$ cat src/cpu_pkg.sv
`default_nettype none

package cpu_pkg;

    ////////////////////
    // widths

    // data path and pc
    localparam int xlen       = 32;
    localparam int reg_addr_w = 5;
    localparam int num_regs   = 32;
    localparam int opcode_w   = 5;
    localparam int imm_w      = 17;
    // shift amount comes from the low bits of operand b
    localparam int shamt_w    = $clog2(xlen);
    // spare low bits of the register format
    localparam int r_pad_w    = xlen - opcode_w - 3 * reg_addr_w;

    // one word per accepted instruction
    localparam logic [xlen-1:0] pc_step = xlen'(4);

    ////////////////////
    // opcodes

    // register format
    localparam logic [opcode_w-1:0] op_add  = 5'h01;
    localparam logic [opcode_w-1:0] op_sub  = 5'h02;
    localparam logic [opcode_w-1:0] op_and  = 5'h03;
    localparam logic [opcode_w-1:0] op_or   = 5'h04;
    localparam logic [opcode_w-1:0] op_xor  = 5'h05;
    localparam logic [opcode_w-1:0] op_shl  = 5'h06;
    localparam logic [opcode_w-1:0] op_shr  = 5'h07;
    // immediate format
    localparam logic [opcode_w-1:0] op_addi = 5'h08;
    localparam logic [opcode_w-1:0] op_ori  = 5'h09;
    // anything else is illegal, 5'h00 included

    ////////////////////
    // instruction word

    // opcode, rd, rs1 sit in the same place in both views
    typedef struct packed {
        logic [opcode_w-1:0]   opcode;
        logic [reg_addr_w-1:0] rd;
        logic [reg_addr_w-1:0] rs1;
        logic [reg_addr_w-1:0] rs2;
        logic [r_pad_w-1:0]    pad;
    } r_fmt_t;

    // rs2 slot and pad bits become a signed immediate
    typedef struct packed {
        logic [opcode_w-1:0]   opcode;
        logic [reg_addr_w-1:0] rd;
        logic [reg_addr_w-1:0] rs1;
        logic [imm_w-1:0]      imm;
    } i_fmt_t;

    typedef union packed {
        r_fmt_t r_fmt;
        i_fmt_t i_fmt;
    } instr_t;

endpackage

`default_nettype wire

$ cat src/cpu.sv
`timescale 1ns/1ps
`default_nettype none

module cpu (
    input  wire                             clk,
    input  wire                             reset,
    input  wire                             instr_valid,
    input  wire [cpu_pkg::xlen-1:0]         instr,
    output logic                            wb_valid,
    output logic [cpu_pkg::xlen-1:0]        wb_pc,
    output logic [cpu_pkg::reg_addr_w-1:0]  wb_rd,
    output logic [cpu_pkg::xlen-1:0]        wb_data
);

    ////////////////////
    // fetch to decode
    logic                           fe_valid;
    logic [cpu_pkg::xlen-1:0]       fe_instr;
    logic [cpu_pkg::xlen-1:0]       fe_pc;

    ////////////////////
    // decode to execute
    logic                           de_valid;
    logic [cpu_pkg::xlen-1:0]       de_pc;
    logic [cpu_pkg::opcode_w-1:0]   de_op;
    logic                           de_use_imm;
    logic [cpu_pkg::xlen-1:0]       de_imm;
    logic [cpu_pkg::reg_addr_w-1:0] de_rs1;
    logic [cpu_pkg::reg_addr_w-1:0] de_rs2;
    logic [cpu_pkg::xlen-1:0]       de_rs1_data;
    logic [cpu_pkg::xlen-1:0]       de_rs2_data;
    logic                           de_wr_en;
    logic [cpu_pkg::reg_addr_w-1:0] de_rd;

    ////////////////////
    // writeback register
    logic [cpu_pkg::xlen-1:0]       ex_pc;
    logic                           ex_wr_en;
    logic [cpu_pkg::reg_addr_w-1:0] ex_rd;
    logic [cpu_pkg::xlen-1:0]       ex_data;

    fetch i_fetch (
        .clk         (clk),
        .reset       (reset),
        .instr_valid (instr_valid),
        .instr       (instr),
        .fe_valid    (fe_valid),
        .fe_instr    (fe_instr),
        .fe_pc       (fe_pc)
    );

    // writeback register loops back into the register file
    decode i_decode (
        .clk         (clk),
        .reset       (reset),
        .fe_valid    (fe_valid),
        .fe_instr    (fe_instr),
        .fe_pc       (fe_pc),
        .wb_en       (ex_wr_en),
        .wb_addr     (ex_rd),
        .wb_data     (ex_data),
        .de_valid    (de_valid),
        .de_pc       (de_pc),
        .de_op       (de_op),
        .de_use_imm  (de_use_imm),
        .de_imm      (de_imm),
        .de_rs1      (de_rs1),
        .de_rs2      (de_rs2),
        .de_rs1_data (de_rs1_data),
        .de_rs2_data (de_rs2_data),
        .de_wr_en    (de_wr_en),
        .de_rd       (de_rd)
    );

    execute i_execute (
        .clk         (clk),
        .reset       (reset),
        .de_valid    (de_valid),
        .de_pc       (de_pc),
        .de_op       (de_op),
        .de_use_imm  (de_use_imm),
        .de_imm      (de_imm),
        .de_rs1      (de_rs1),
        .de_rs2      (de_rs2),
        .de_rs1_data (de_rs1_data),
        .de_rs2_data (de_rs2_data),
        .de_wr_en    (de_wr_en),
        .de_rd       (de_rd),
        .ex_valid    (),
        .ex_pc       (ex_pc),
        .ex_wr_en    (ex_wr_en),
        .ex_rd       (ex_rd),
        .ex_data     (ex_data)
    );

    // retire port is the writeback register as is
    assign wb_valid = ex_wr_en;
    assign wb_pc    = ex_pc;
    assign wb_rd    = ex_rd;
    assign wb_data  = ex_data;

endmodule

`default_nettype wire

$ cat src/decode.sv
`timescale 1ns/1ps
`default_nettype none

module decode (
    input  wire                             clk,
    input  wire                             reset,
    input  wire                             fe_valid,
    input  wire [cpu_pkg::xlen-1:0]         fe_instr,
    input  wire [cpu_pkg::xlen-1:0]         fe_pc,
    input  wire                             wb_en,
    input  wire [cpu_pkg::reg_addr_w-1:0]   wb_addr,
    input  wire [cpu_pkg::xlen-1:0]         wb_data,
    output logic                            de_valid,
    output logic [cpu_pkg::xlen-1:0]        de_pc,
    output logic [cpu_pkg::opcode_w-1:0]    de_op,
    output logic                            de_use_imm,
    output logic [cpu_pkg::xlen-1:0]        de_imm,
    output logic [cpu_pkg::reg_addr_w-1:0]  de_rs1,
    output logic [cpu_pkg::reg_addr_w-1:0]  de_rs2,
    output logic [cpu_pkg::xlen-1:0]        de_rs1_data,
    output logic [cpu_pkg::xlen-1:0]        de_rs2_data,
    output logic                            de_wr_en,
    output logic [cpu_pkg::reg_addr_w-1:0]  de_rd
);

    cpu_pkg::instr_t                 instr_w;
    logic [cpu_pkg::opcode_w-1:0]    opcode;
    logic [cpu_pkg::reg_addr_w-1:0]  rd;
    logic [cpu_pkg::reg_addr_w-1:0]  rs1;
    logic [cpu_pkg::reg_addr_w-1:0]  rs2;
    logic [cpu_pkg::xlen-1:0]        imm;
    logic [cpu_pkg::xlen-1:0]        rs1_data;
    logic [cpu_pkg::xlen-1:0]        rs2_data;
    logic                            legal;
    logic                            use_imm;
    logic                            wr_en;

    ////////////////////
    // field extraction

    // shared fields, same bits in either view
    assign instr_w = fe_instr;
    assign opcode  = instr_w.r_fmt.opcode;
    assign rd      = instr_w.r_fmt.rd;
    assign rs1     = instr_w.r_fmt.rs1;

    // opcode picks the view
    always_comb begin
        legal   = 1'b1;
        use_imm = 1'b0;
        case (opcode)
            cpu_pkg::op_add, cpu_pkg::op_sub, cpu_pkg::op_and,
            cpu_pkg::op_or, cpu_pkg::op_xor, cpu_pkg::op_shl,
            cpu_pkg::op_shr: use_imm = 1'b0;
            cpu_pkg::op_addi, cpu_pkg::op_ori: use_imm = 1'b1;
            default: legal = 1'b0;
        endcase
    end

    // imm view has no rs2, park it on r0 so nothing forwards
    assign rs2 = use_imm ? '0 : instr_w.r_fmt.rs2;
    // sign extend
    assign imm = {{(cpu_pkg::xlen - cpu_pkg::imm_w){instr_w.i_fmt.imm[cpu_pkg::imm_w-1]}},
                  instr_w.i_fmt.imm};
    // illegal or rd 0 retires silently
    assign wr_en = fe_valid && legal && (rd != '0);

    register_file i_register_file (
        .clk      (clk),
        .reset    (reset),
        .rs1      (rs1),
        .rs2      (rs2),
        .wr_en    (wb_en),
        .wr_addr  (wb_addr),
        .wr_data  (wb_data),
        .rs1_data (rs1_data),
        .rs2_data (rs2_data)
    );

    ////////////////////
    // decode to execute register

    always_ff @(posedge clk) begin
        if (reset) begin
            de_valid <= 1'b0;
            de_wr_en <= 1'b0;
        end else begin
            de_valid <= fe_valid;
            de_wr_en <= wr_en;
        end
    end

    // payload only loads with a live instruction
    always_ff @(posedge clk) begin
        if (fe_valid) begin
            de_pc       <= fe_pc;
            de_op       <= opcode;
            de_use_imm  <= use_imm;
            de_imm      <= imm;
            de_rs1      <= rs1;
            de_rs2      <= rs2;
            de_rs1_data <= rs1_data;
            de_rs2_data <= rs2_data;
            de_rd       <= rd;
        end
    end

endmodule

`default_nettype wire

$ cat src/execute.sv
`timescale 1ns/1ps
`default_nettype none

module execute (
    input  wire                             clk,
    input  wire                             reset,
    input  wire                             de_valid,
    input  wire [cpu_pkg::xlen-1:0]         de_pc,
    input  wire [cpu_pkg::opcode_w-1:0]     de_op,
    input  wire                             de_use_imm,
    input  wire [cpu_pkg::xlen-1:0]         de_imm,
    input  wire [cpu_pkg::reg_addr_w-1:0]   de_rs1,
    input  wire [cpu_pkg::reg_addr_w-1:0]   de_rs2,
    input  wire [cpu_pkg::xlen-1:0]         de_rs1_data,
    input  wire [cpu_pkg::xlen-1:0]         de_rs2_data,
    input  wire                             de_wr_en,
    input  wire [cpu_pkg::reg_addr_w-1:0]   de_rd,
    output logic                            ex_valid,
    output logic [cpu_pkg::xlen-1:0]        ex_pc,
    output logic                            ex_wr_en,
    output logic [cpu_pkg::reg_addr_w-1:0]  ex_rd,
    output logic [cpu_pkg::xlen-1:0]        ex_data
);

    logic                     fwd1;
    logic                     fwd2;
    logic [cpu_pkg::xlen-1:0] op_a;
    logic [cpu_pkg::xlen-1:0] op_b_reg;
    logic [cpu_pkg::xlen-1:0] op_b;
    logic [cpu_pkg::xlen-1:0] alu_out;

    forwarding i_forwarding (
        .de_rs1   (de_rs1),
        .de_rs2   (de_rs2),
        .ex_wr_en (ex_wr_en),
        .ex_rd    (ex_rd),
        .fwd1     (fwd1),
        .fwd2     (fwd2)
    );

    ////////////////////
    // operand muxes

    // previous result wins over the decode-time read
    assign op_a     = fwd1 ? ex_data : de_rs1_data;
    assign op_b_reg = fwd2 ? ex_data : de_rs2_data;
    assign op_b     = de_use_imm ? de_imm : op_b_reg;

    ////////////////////
    // alu

    always_comb begin
        case (de_op)
            cpu_pkg::op_add,
            cpu_pkg::op_addi: alu_out = op_a + op_b;
            cpu_pkg::op_sub:  alu_out = op_a - op_b;
            cpu_pkg::op_and:  alu_out = op_a & op_b;
            cpu_pkg::op_or,
            cpu_pkg::op_ori:  alu_out = op_a | op_b;
            cpu_pkg::op_xor:  alu_out = op_a ^ op_b;
            // logical shifts, amount from low bits of b
            cpu_pkg::op_shl:  alu_out = op_a << op_b[cpu_pkg::shamt_w-1:0];
            cpu_pkg::op_shr:  alu_out = op_a >> op_b[cpu_pkg::shamt_w-1:0];
            // illegal, wr_en is already low
            default:          alu_out = '0;
        endcase
    end

    ////////////////////
    // writeback register

    always_ff @(posedge clk) begin
        if (reset) begin
            ex_valid <= 1'b0;
            ex_wr_en <= 1'b0;
        end else begin
            ex_valid <= de_valid;
            ex_wr_en <= de_valid && de_wr_en;
        end
    end

    // result and tag, held across bubbles
    always_ff @(posedge clk) begin
        if (de_valid) begin
            ex_pc   <= de_pc;
            ex_rd   <= de_rd;
            ex_data <= alu_out;
        end
    end

    // a forward needs a live write from a nonzero rd
    a_fwd_needs_write: assert property (@(posedge clk) disable iff (reset)
        (fwd1 || fwd2) |-> (ex_wr_en && (ex_rd != '0)))
        else $error("execute: forward selected without a pending write");

endmodule

`default_nettype wire

$ cat src/fetch.sv
`timescale 1ns/1ps
`default_nettype none

module fetch (
    input  wire                      clk,
    input  wire                      reset,
    input  wire                      instr_valid,
    input  wire [cpu_pkg::xlen-1:0]  instr,
    output logic                     fe_valid,
    output logic [cpu_pkg::xlen-1:0] fe_instr,
    output logic [cpu_pkg::xlen-1:0] fe_pc
);

    // address the next accepted word gets
    logic [cpu_pkg::xlen-1:0] pc;

    // valid follows the strobe one cycle later
    // pc only moves on an accepted word
    always_ff @(posedge clk) begin
        if (reset) begin
            pc       <= '0;
            fe_valid <= 1'b0;
            fe_pc    <= '0;
        end else begin
            fe_valid <= instr_valid;
            if (instr_valid) begin
                fe_pc <= pc;
                pc    <= pc + cpu_pkg::pc_step;
            end
        end
    end

    // capture register for the word itself
    always_ff @(posedge clk) begin
        if (instr_valid) begin
            fe_instr <= instr;
        end
    end

    // a live slot carries a known word and pc once out of reset
    a_fe_pc_known: assert property (@(posedge clk) disable iff (reset)
        fe_valid |-> !$isunknown({fe_instr, fe_pc}))
        else $error("fetch: unknown word or pc in a live slot");

endmodule

`default_nettype wire

$ cat src/forwarding.sv
`timescale 1ns/1ps
`default_nettype none

module forwarding (
    input  wire [cpu_pkg::reg_addr_w-1:0] de_rs1,
    input  wire [cpu_pkg::reg_addr_w-1:0] de_rs2,
    input  wire                           ex_wr_en,
    input  wire [cpu_pkg::reg_addr_w-1:0] ex_rd,
    output logic                          fwd1,
    output logic                          fwd2
);

    // only one producer stage to look at
    // older results come through the register file bypass
    function automatic logic hit(
        input logic                           en,
        input logic [cpu_pkg::reg_addr_w-1:0] dst,
        input logic [cpu_pkg::reg_addr_w-1:0] src
    );
        // rd 0 already has en low, no extra zero check
        return en && (dst == src);
    endfunction

    ////////////////////
    // operand selects

    // operand a
    assign fwd1 = hit(ex_wr_en, ex_rd, de_rs1);
    // operand b, rs2 is r0 for imm format
    assign fwd2 = hit(ex_wr_en, ex_rd, de_rs2);

endmodule

`default_nettype wire

$ cat src/register_file.sv
`timescale 1ns/1ps
`default_nettype none

module register_file (
    input  wire                            clk,
    input  wire                            reset,
    input  wire [cpu_pkg::reg_addr_w-1:0]  rs1,
    input  wire [cpu_pkg::reg_addr_w-1:0]  rs2,
    input  wire                            wr_en,
    input  wire [cpu_pkg::reg_addr_w-1:0]  wr_addr,
    input  wire [cpu_pkg::xlen-1:0]        wr_data,
    output logic [cpu_pkg::xlen-1:0]       rs1_data,
    output logic [cpu_pkg::xlen-1:0]       rs2_data
);

    logic [cpu_pkg::xlen-1:0] regs [cpu_pkg::num_regs];

    ////////////////////
    // write port

    // entry 0 is never written, decode drops rd 0
    always_ff @(posedge clk) begin
        if (reset) begin
            for (int i = 0; i < cpu_pkg::num_regs; i++) begin
                regs[i] <= '0;
            end
        end else if (wr_en) begin
            regs[wr_addr] <= wr_data;
        end
    end

    ////////////////////
    // read ports

    // zero reg first, then same-cycle write, then array
    // the bypass covers a producer two slots ahead
    function automatic logic [cpu_pkg::xlen-1:0] read_port(
        input logic [cpu_pkg::reg_addr_w-1:0] addr
    );
        if (addr == '0) begin
            return '0;
        end else if (wr_en && (addr == wr_addr)) begin
            return wr_data;
        end else begin
            return regs[addr];
        end
    endfunction

    always_comb begin
        rs1_data = read_port(rs1);
        rs2_data = read_port(rs2);
    end

    // decode must have cleared the write enable for rd 0
    a_no_zero_write: assert property (@(posedge clk) disable iff (reset)
        wr_en |-> (wr_addr != '0))
        else $error("register_file: write addressed to register 0");

endmodule

`default_nettype wire

$ cat config.mk
export PLATFORM = sky130hd
export DESIGN_NAME = cpu
export DESIGN_NICKNAME = d
export VERILOG_FILES = /design/src/cpu_pkg.sv /design/src/cpu.sv /design/src/decode.sv /design/src/execute.sv /design/src/fetch.sv /design/src/forwarding.sv /design/src/register_file.sv
export SDC_FILE = /design/constraint.sdc
export NUM_CORES = 2
export LEC_CHECK = 0
export BUFFER_PORTS_ARGS = -buffer_cell sky130_fd_sc_hd__buf_2
export CAP_MARGIN = 15
export CORE_MARGIN = 4
export CORE_UTILIZATION = 35
export DETAILED_ROUTE_END_ITERATION = 10
export GPL_TIMING_DRIVEN = 0
export RECOVER_POWER = 25
export SLEW_MARGIN = 20
export SYNTH_ARGS = -nofsm -noshare
export SYNTH_HDL_FRONTEND = slang
export SYNTH_SLANG_ARGS = --single-unit
$ cat constraint.sdc
create_clock -name clk -period 5.7 [get_ports clk]
set_input_delay 1.14 -clock clk [delete_from_list [all_inputs] [get_ports clk]]
set_output_delay 1.14 -clock clk [all_outputs]
set_load 0.01 [all_outputs]
# After elaboration in Yosys (flattened, before gate mapping)
# Memory sizes are Yosys's and may differ from the RTL's. A register that Yosys moved wholly into a read port is not among the register bits.
# Cells that the tools add are included.
# word_totals
n_memories,1
out_inout_bits,70
word_cells,83
in_bits,35
ff_bits,303
mem_bits_rw,1024
# op_classes
n_addsub,3
eq_ne,22
bitwise_logic,3
mux,18
shift,2
reduce_logical,15
# mem_list
memory,depth,width,rd,rd_ports_with_merged_regs,wr,line_no,rtl
i_decode.i_register_file.regs,32,32,2,1,32,register_file.sv:16,logic [cpu_pkg::xlen-1:0] regs [cpu_pkg::num_regs];
# ops
cell,n
one-hot mux 32 bit (7 select lines),1
two-way mux 32 bit,6
"equality test 5 x 3 -> 1 bit, second input constant",8
"adder 32 x 3 -> 32 bit, second input constant",1
adder 32 bit,1
bitwise AND 32 bit,1
bitwise OR 32 bit,1
OR reduction 32 bit,1
<< shifter 32 x 5 -> 32 bit,1
right shift 32 x 5 -> 32 bit,1
subtractor 32 bit,1
bitwise XOR 32 bit,1
"equality test 5 x 2 -> 1 bit, second input constant",4
"equality test 5 x 4 -> 1 bit, second input constant",4
equality test 5 bit,4
two-way mux 5 bit,3
"equality test 5 x 1 -> 1 bit, second input constant",2
logical NOT 5 bit,2
OR reduction 9 bit,1
two-way mux 1 bit,8
logical AND 1 bit,7
OR reduction 2 bit,3
nonzero test 5 bit,1

# Longest topological paths before layout
# logic_depth
word_depth,7
depth_mapped,25

# Cells and area by module
# From an unflattened synthesis, not the netlist that was laid out.
# hier_totals
cells_unflattened,5566
area_unflattened_um2,73618.1
# by_module_without_submodules
mod,area_each_um2,seq_area_each_um2,instances,cells_per_inst
register_file,55263.0,30749.5,1,3832
execute,10541.4,2112.0,1,1258
decode,4272.8,4063.9,1,164
fetch,3428.3,2182.1,1,298
forwarding,112.6,0.0,1,14

# Least setup slack after synthesis
# Ideal clock, no wire load.
# synth_timing
path_type,register to register
from,reg i_execute.ex_rd[1] in the netlist's numbering
to,reg i_execute.ex_data[25] in the netlist's numbering (data pin)
setup_slack_ps,101
stages_incl_launch_ff,24
path_buffers,5
t_arrival_ps,5327
required_ps,5428
path_cell_list,edfxtp_1 > buf_4 > xor2_2 > or2_1 > buf_4 > or4_1 > and3_1 > buf_4 > clkinv_2 > buf_2 > buf_2 > a21oi_1 > xnor2_1 > ha_1 > o21ai_0 > a21oi_1 > a2111oi_0 > nor3_1 > o41ai_2 > o21ai_0 > a31oi_1 > nor2_1 > mux2i_1 > or4_1
# synth_via
elab_chain_len,6
elab_cells_between_ends,15
# synth_rtl
item,line_no,rtl
from (decl),execute.sv:21,"output logic [cpu_pkg::reg_addr_w-1:0] ex_rd,"
from (signal assigned),execute.sv:86,ex_rd <= de_rd;
equality test 5 bit,forwarding.sv:21,return en && (dst == src);
logical AND 1 bit,forwarding.sv:21,
two-way mux 32 bit,execute.sv:46,assign op_b_reg = fwd2 ? ex_data : de_rs2_data;
two-way mux 32 bit,execute.sv:47,assign op_b = de_use_imm ? de_imm : op_b_reg;
"subtractor 32 bit, or another cell as far along",execute.sv:56,cpu_pkg::op_sub: alu_out = op_a - op_b;
one-hot mux 32 bit (7 select lines) (*),execute.sv:53,case (de_op)
named net i_execute.alu_out (one bit),execute.sv:30,logic [cpu_pkg::xlen-1:0] alu_out;
to (signal assigned),execute.sv:87,ex_data <= alu_out;
to (decl),execute.sv:22,output logic [cpu_pkg::xlen-1:0] ex_data
# Mark *: on every way through the listed nets, which the timed path passes. The rest lies on a longest branch.
# A chain may end at the register's enable or synchronous reset.

# Worst setup path in the final report
# layout_timing
from,reg i_execute.ex_rd[1] in the netlist's numbering
to,reg i_execute.ex_data[26] in the netlist's numbering (data pin)
# Same word-level chain as after synthesis.

==> run metrics <==
outcome finished, violations left; violated checks capacitance limit, slew limit, setup timing; drt pass-1 iters 8; largest net degree at the start of global routing 61; Sw Share 30.5%; Max Fclk 0.174 GHz; Final Hold Viols 0; nets 6590; core area 0.212 mm^2; first-pass GRT wire length 433000 um; sequential-to-total area share from yosys stat 52.3%; crit share post-route 101%; CTS clk-pin slew, worst paths 60 ps; endpoint type of the worst setup path flip-flop; Post-synth EDFFs 1255; grt ovf 0; Flop pwr share 43.0%; Die ar. 0.221 mm^2; Total GRT Usage 27.6%; Die Span Y 470 um; Max Transition Viols Final 211; DP Area 0.0790 mm^2; via/cell ratio 6.08; Hold Crit Class flip-flop to flip-flop; mean cell area of the mapped netlist 12.2 um^2; post-route ant nets 0; IR drop worst, VDD 0.258 mV; met2 Track Usage GR 44.9%; critical path data required time 6250 ps; crit-path leading delay family compound AO/OA/AOI/OAI gates; Multi-input gate area 0.0339 mm^2; Critical Path Source i_execute.ex_rd[1]; Max Buffers Root-to-Sink 3; Layout Skew 56.8 ps; GR peak layer met2; WP depth 14; hold_buf cts 0; CTS tree done; vias in the first global route 55700; die width 470 um; cts bufs inserted 148; Gate power share 19.8%; switching power of the nets 0.00805 W; # port buffers 102; final setup margin -32.0 ps; Main synth FF type edfxtp_1; area taken by flip-flops and latches 0.0391 mm^2; Yosys cell types 96; Cell Area, Synth 0.0748 mm^2; Cells after Synth 6144; Syn-to-layout area delta 14.2%; CP endpoint i_execute.ex_data[26]; crit path max-delay cell type a221oi_1; DR vias 57200; io pins 105; DRT iter0 DRCs 8377; row cnt 169; Worst R2R Setup Slack -30 ps; async set-reset flop share out of synthesis 0%; H-tree Lvls 4; initial antenna violation count 22; yosys synthesis warning count 0; GR Layer Usage met3 6.04%; PwrDens 309 mW/mm^2; P_int 0.0183 W; fin util 40.2%; static leakage 29.9 nW; critical path arrival 6280 ps; total length of routed wires 316000 um; Post-Layout Cell Count 9410; routed len/inst 33.6 um; Setup violations, final 2; Residual DRC 0; startpoint types flip-flop; placed cells 9075; fill count 20200; reg2reg start i_execute.ex_rd[1]; post-route cell area 0.0854 mm^2; synthesized flop and latch total 1324; cells on worst reg2reg path 14; Clock Power Share 37.2%; RSZ-0062 raised after global routing yes; GRT met1 Usage 35.6%; # Max-Cap Violations 5; dpl hpwl 254000 um; Slew @ Worst Pin 2660 ps; post-place setup slack -2310 ps; crit path kind flip-flop to flip-flop; worst path cell trace buf_12, xor2_1, nor4_2, and3_1, clkbuf_1, buf_1, nand2_1, and2_1, ha_1, a221oi_1, o31ai_1, a211oi_1, o211ai_1, a221o_1; root buffer cell clkbuf_16; RR Endpoint i_execute.ex_data[26]; Clock Latency Late Sink 830 ps; Max-slew headroom -77.0%; clock sinks 1324; max incr delay on CP 660 ps; GP Congestion 1.02; Critical Path Fanout Max 10; CP Buf/Inv Count 3; fin crit period 5730 ps; share of cells above drive strength 1 16.5%; starting density of the core 35.2%
==> final cells by class <==
cell class	instances	share of cell area [%]
Buffer	618	3.05
Tap cell	2821	4.13
Sequential cell	1324	45.7
Inverter	85	0.406
Clock inverter	82	1.17
Antenna cell	14	0.0410
Timing Repair Buffer	170	1.14
Clock buffer	186	4.59
Multi-Input combinational cell	4110	39.7
==> routing by layer <==
layer  vias to the layer above  part of all wire [%]
met5                         -                0.0092
met4                         4                   5.1
met3                       649                   9.9
met2                      3403                    46
met1                     29000                    39
li1                      24100                     -
==> cells in the final DEF (no fill, tap or decap), types with 138 or more instances in the layout <==
cell type,n
a21oi_1,289
and2_1,749
clkbuf_1,557
clkbuf_16,151
edfxtp_1,1255
mux2_2,139
mux2i_1,407
mux4_2,320
nand2_1,138
nor2_1,271
nor3_1,375
o21ai_0,325
o221ai_1,150
==> flip-flops by register name, indices dropped and copies added, names as in the netlist, 5 cells and up, named ones only <==
name / cells
i_decode.i_register_file.regs: 1024
i_decode.de_rs1_data: 32
i_decode.de_rs2_data: 32
i_execute.ex_data: 32
i_fetch.fe_instr: 32
i_decode.de_pc: 30
i_execute.ex_pc: 30
i_fetch.fe_pc: 30
i_fetch.pc: 30
i_decode.de_imm: 17
i_decode.de_op: 5
i_decode.de_rd: 5
i_decode.de_rs1: 5
i_decode.de_rs2: 5
i_execute.ex_rd: 5
==> logic make-up after synthesis <==
family                     count (synthesis)  synth area share [%]
xor gates and xnor gates                 103                  1.24
other                                      1               0.00502
AOI/OAI and AO/OA                       1204                  10.5
and+or+nand+nor                         1823                  13.3
DFF                                     1324                  52.3
muxes                                    880                  17.4
adders and majority gates                 98                  1.65
buffers and inverters                    711                  3.70
==> synthesized netlist by cell type (all sizes together) (10+ instances only) <==
cell / number / share of area [%]
nand2: 143 / 0.72
a22oi: 59 / 0.60
or2: 41 / 0.34
dfxtp: 69 / 1.8
nand3b: 12 / 0.12
and3: 13 / 0.11
a221oi: 16 / 0.19
xnor2: 58 / 0.70
o221ai: 151 / 1.8
buf: 124 / 0.75
mux2: 140 / 2.1
inv: 79 / 0.40
and2: 778 / 6.5
clkbuf: 502 / 2.5
a21oi: 304 / 2.0
a311oi: 65 / 0.76
a31oi: 33 / 0.28
o211ai: 15 / 0.15
or4: 10 / 0.10
o21ai: 349 / 2.3
o22ai: 16 / 0.13
nor4: 17 / 0.17
nand2b: 17 / 0.14
nor3: 380 / 2.6
nand3: 66 / 0.45
mux2i: 420 / 5.6
a211oi: 56 / 0.57
edfxtp: 1255 / 50
or3: 29 / 0.24
xor2: 45 / 0.54
a22o: 38 / 0.45
nor2: 282 / 1.4
a211o: 12 / 0.14
nand4: 12 / 0.11
ha: 97 / 1.6
mux4: 320 / 9.6
==> timing repair <==
| action | CTS | global route |
|---|---|---|
| resized for setup | 173 | 97 |
| cloned | 0 | 1 |
| pin swaps | 40 | 64 |
| setup endpoints to repair | 60 | 33 |
| setup buffers | 37 | 22 |
==> worst register-to-register path, stage by stage (launching register included) <==
cell and delay (ps):
edfxtp_1 440, buf_12 180, xor2_1 160, nor4_2 350, and3_1 390, clkbuf_1 520
buf_1 550, nand2_1 150, and2_1 290, ha_1 320, a221oi_1 660, o31ai_1 340
a211oi_1 510, o211ai_1 300, a221o_1 340
==> power groups by stage <==
| stage | Clock (W) | Sequential, W | Combinational, W |
|---|---|---|---|
| after floorplan | 0 | 0.0114 | 0.00276 |
| after global placement | 0 | 0.0115 | 0.00471 |
| after detailed placement | 0 | 0.0115 | 0.00475 |
| after CTS | 0.00990 | 0.0113 | 0.00494 |
| after global routing | 0.0103 | 0.0114 | 0.00537 |
| final | 0.00981 | 0.0114 | 0.00523 |
==> worst min path at each step <==
stage                              from                  end  slack (ps)  cells after the start
global placement      i_decode.de_rd[4]   i_execute.ex_rd[4]         400                      0
CTS                 i_fetch.fe_instr[9]   i_decode.de_imm[9]         420                      0
detailed placement   i_decode.de_pc[25]  i_execute.ex_pc[25]         400                      0
floorplan             i_decode.de_wr_en   i_execute.ex_wr_en         400                      2
global route         i_decode.de_pc[31]  i_execute.ex_pc[31]         420                      0
finish                i_decode.de_rd[4]   i_execute.ex_rd[4]         420                      0
==> per-stage QoR <==
step | hold slack [ps] | TNS, ps | total power, W
final | 417 | -33.7 | 0.0264
after CTS | 418 | -149 | 0.0262
after global placement | 402 | -67930 | 0.0163
after floorplan | 395 | 0 | 0.0141
after global routing | 423 | -389 | 0.0270
after detailed placement | 405 | -50300 | 0.0163
(Power assumes the default switching activity.)
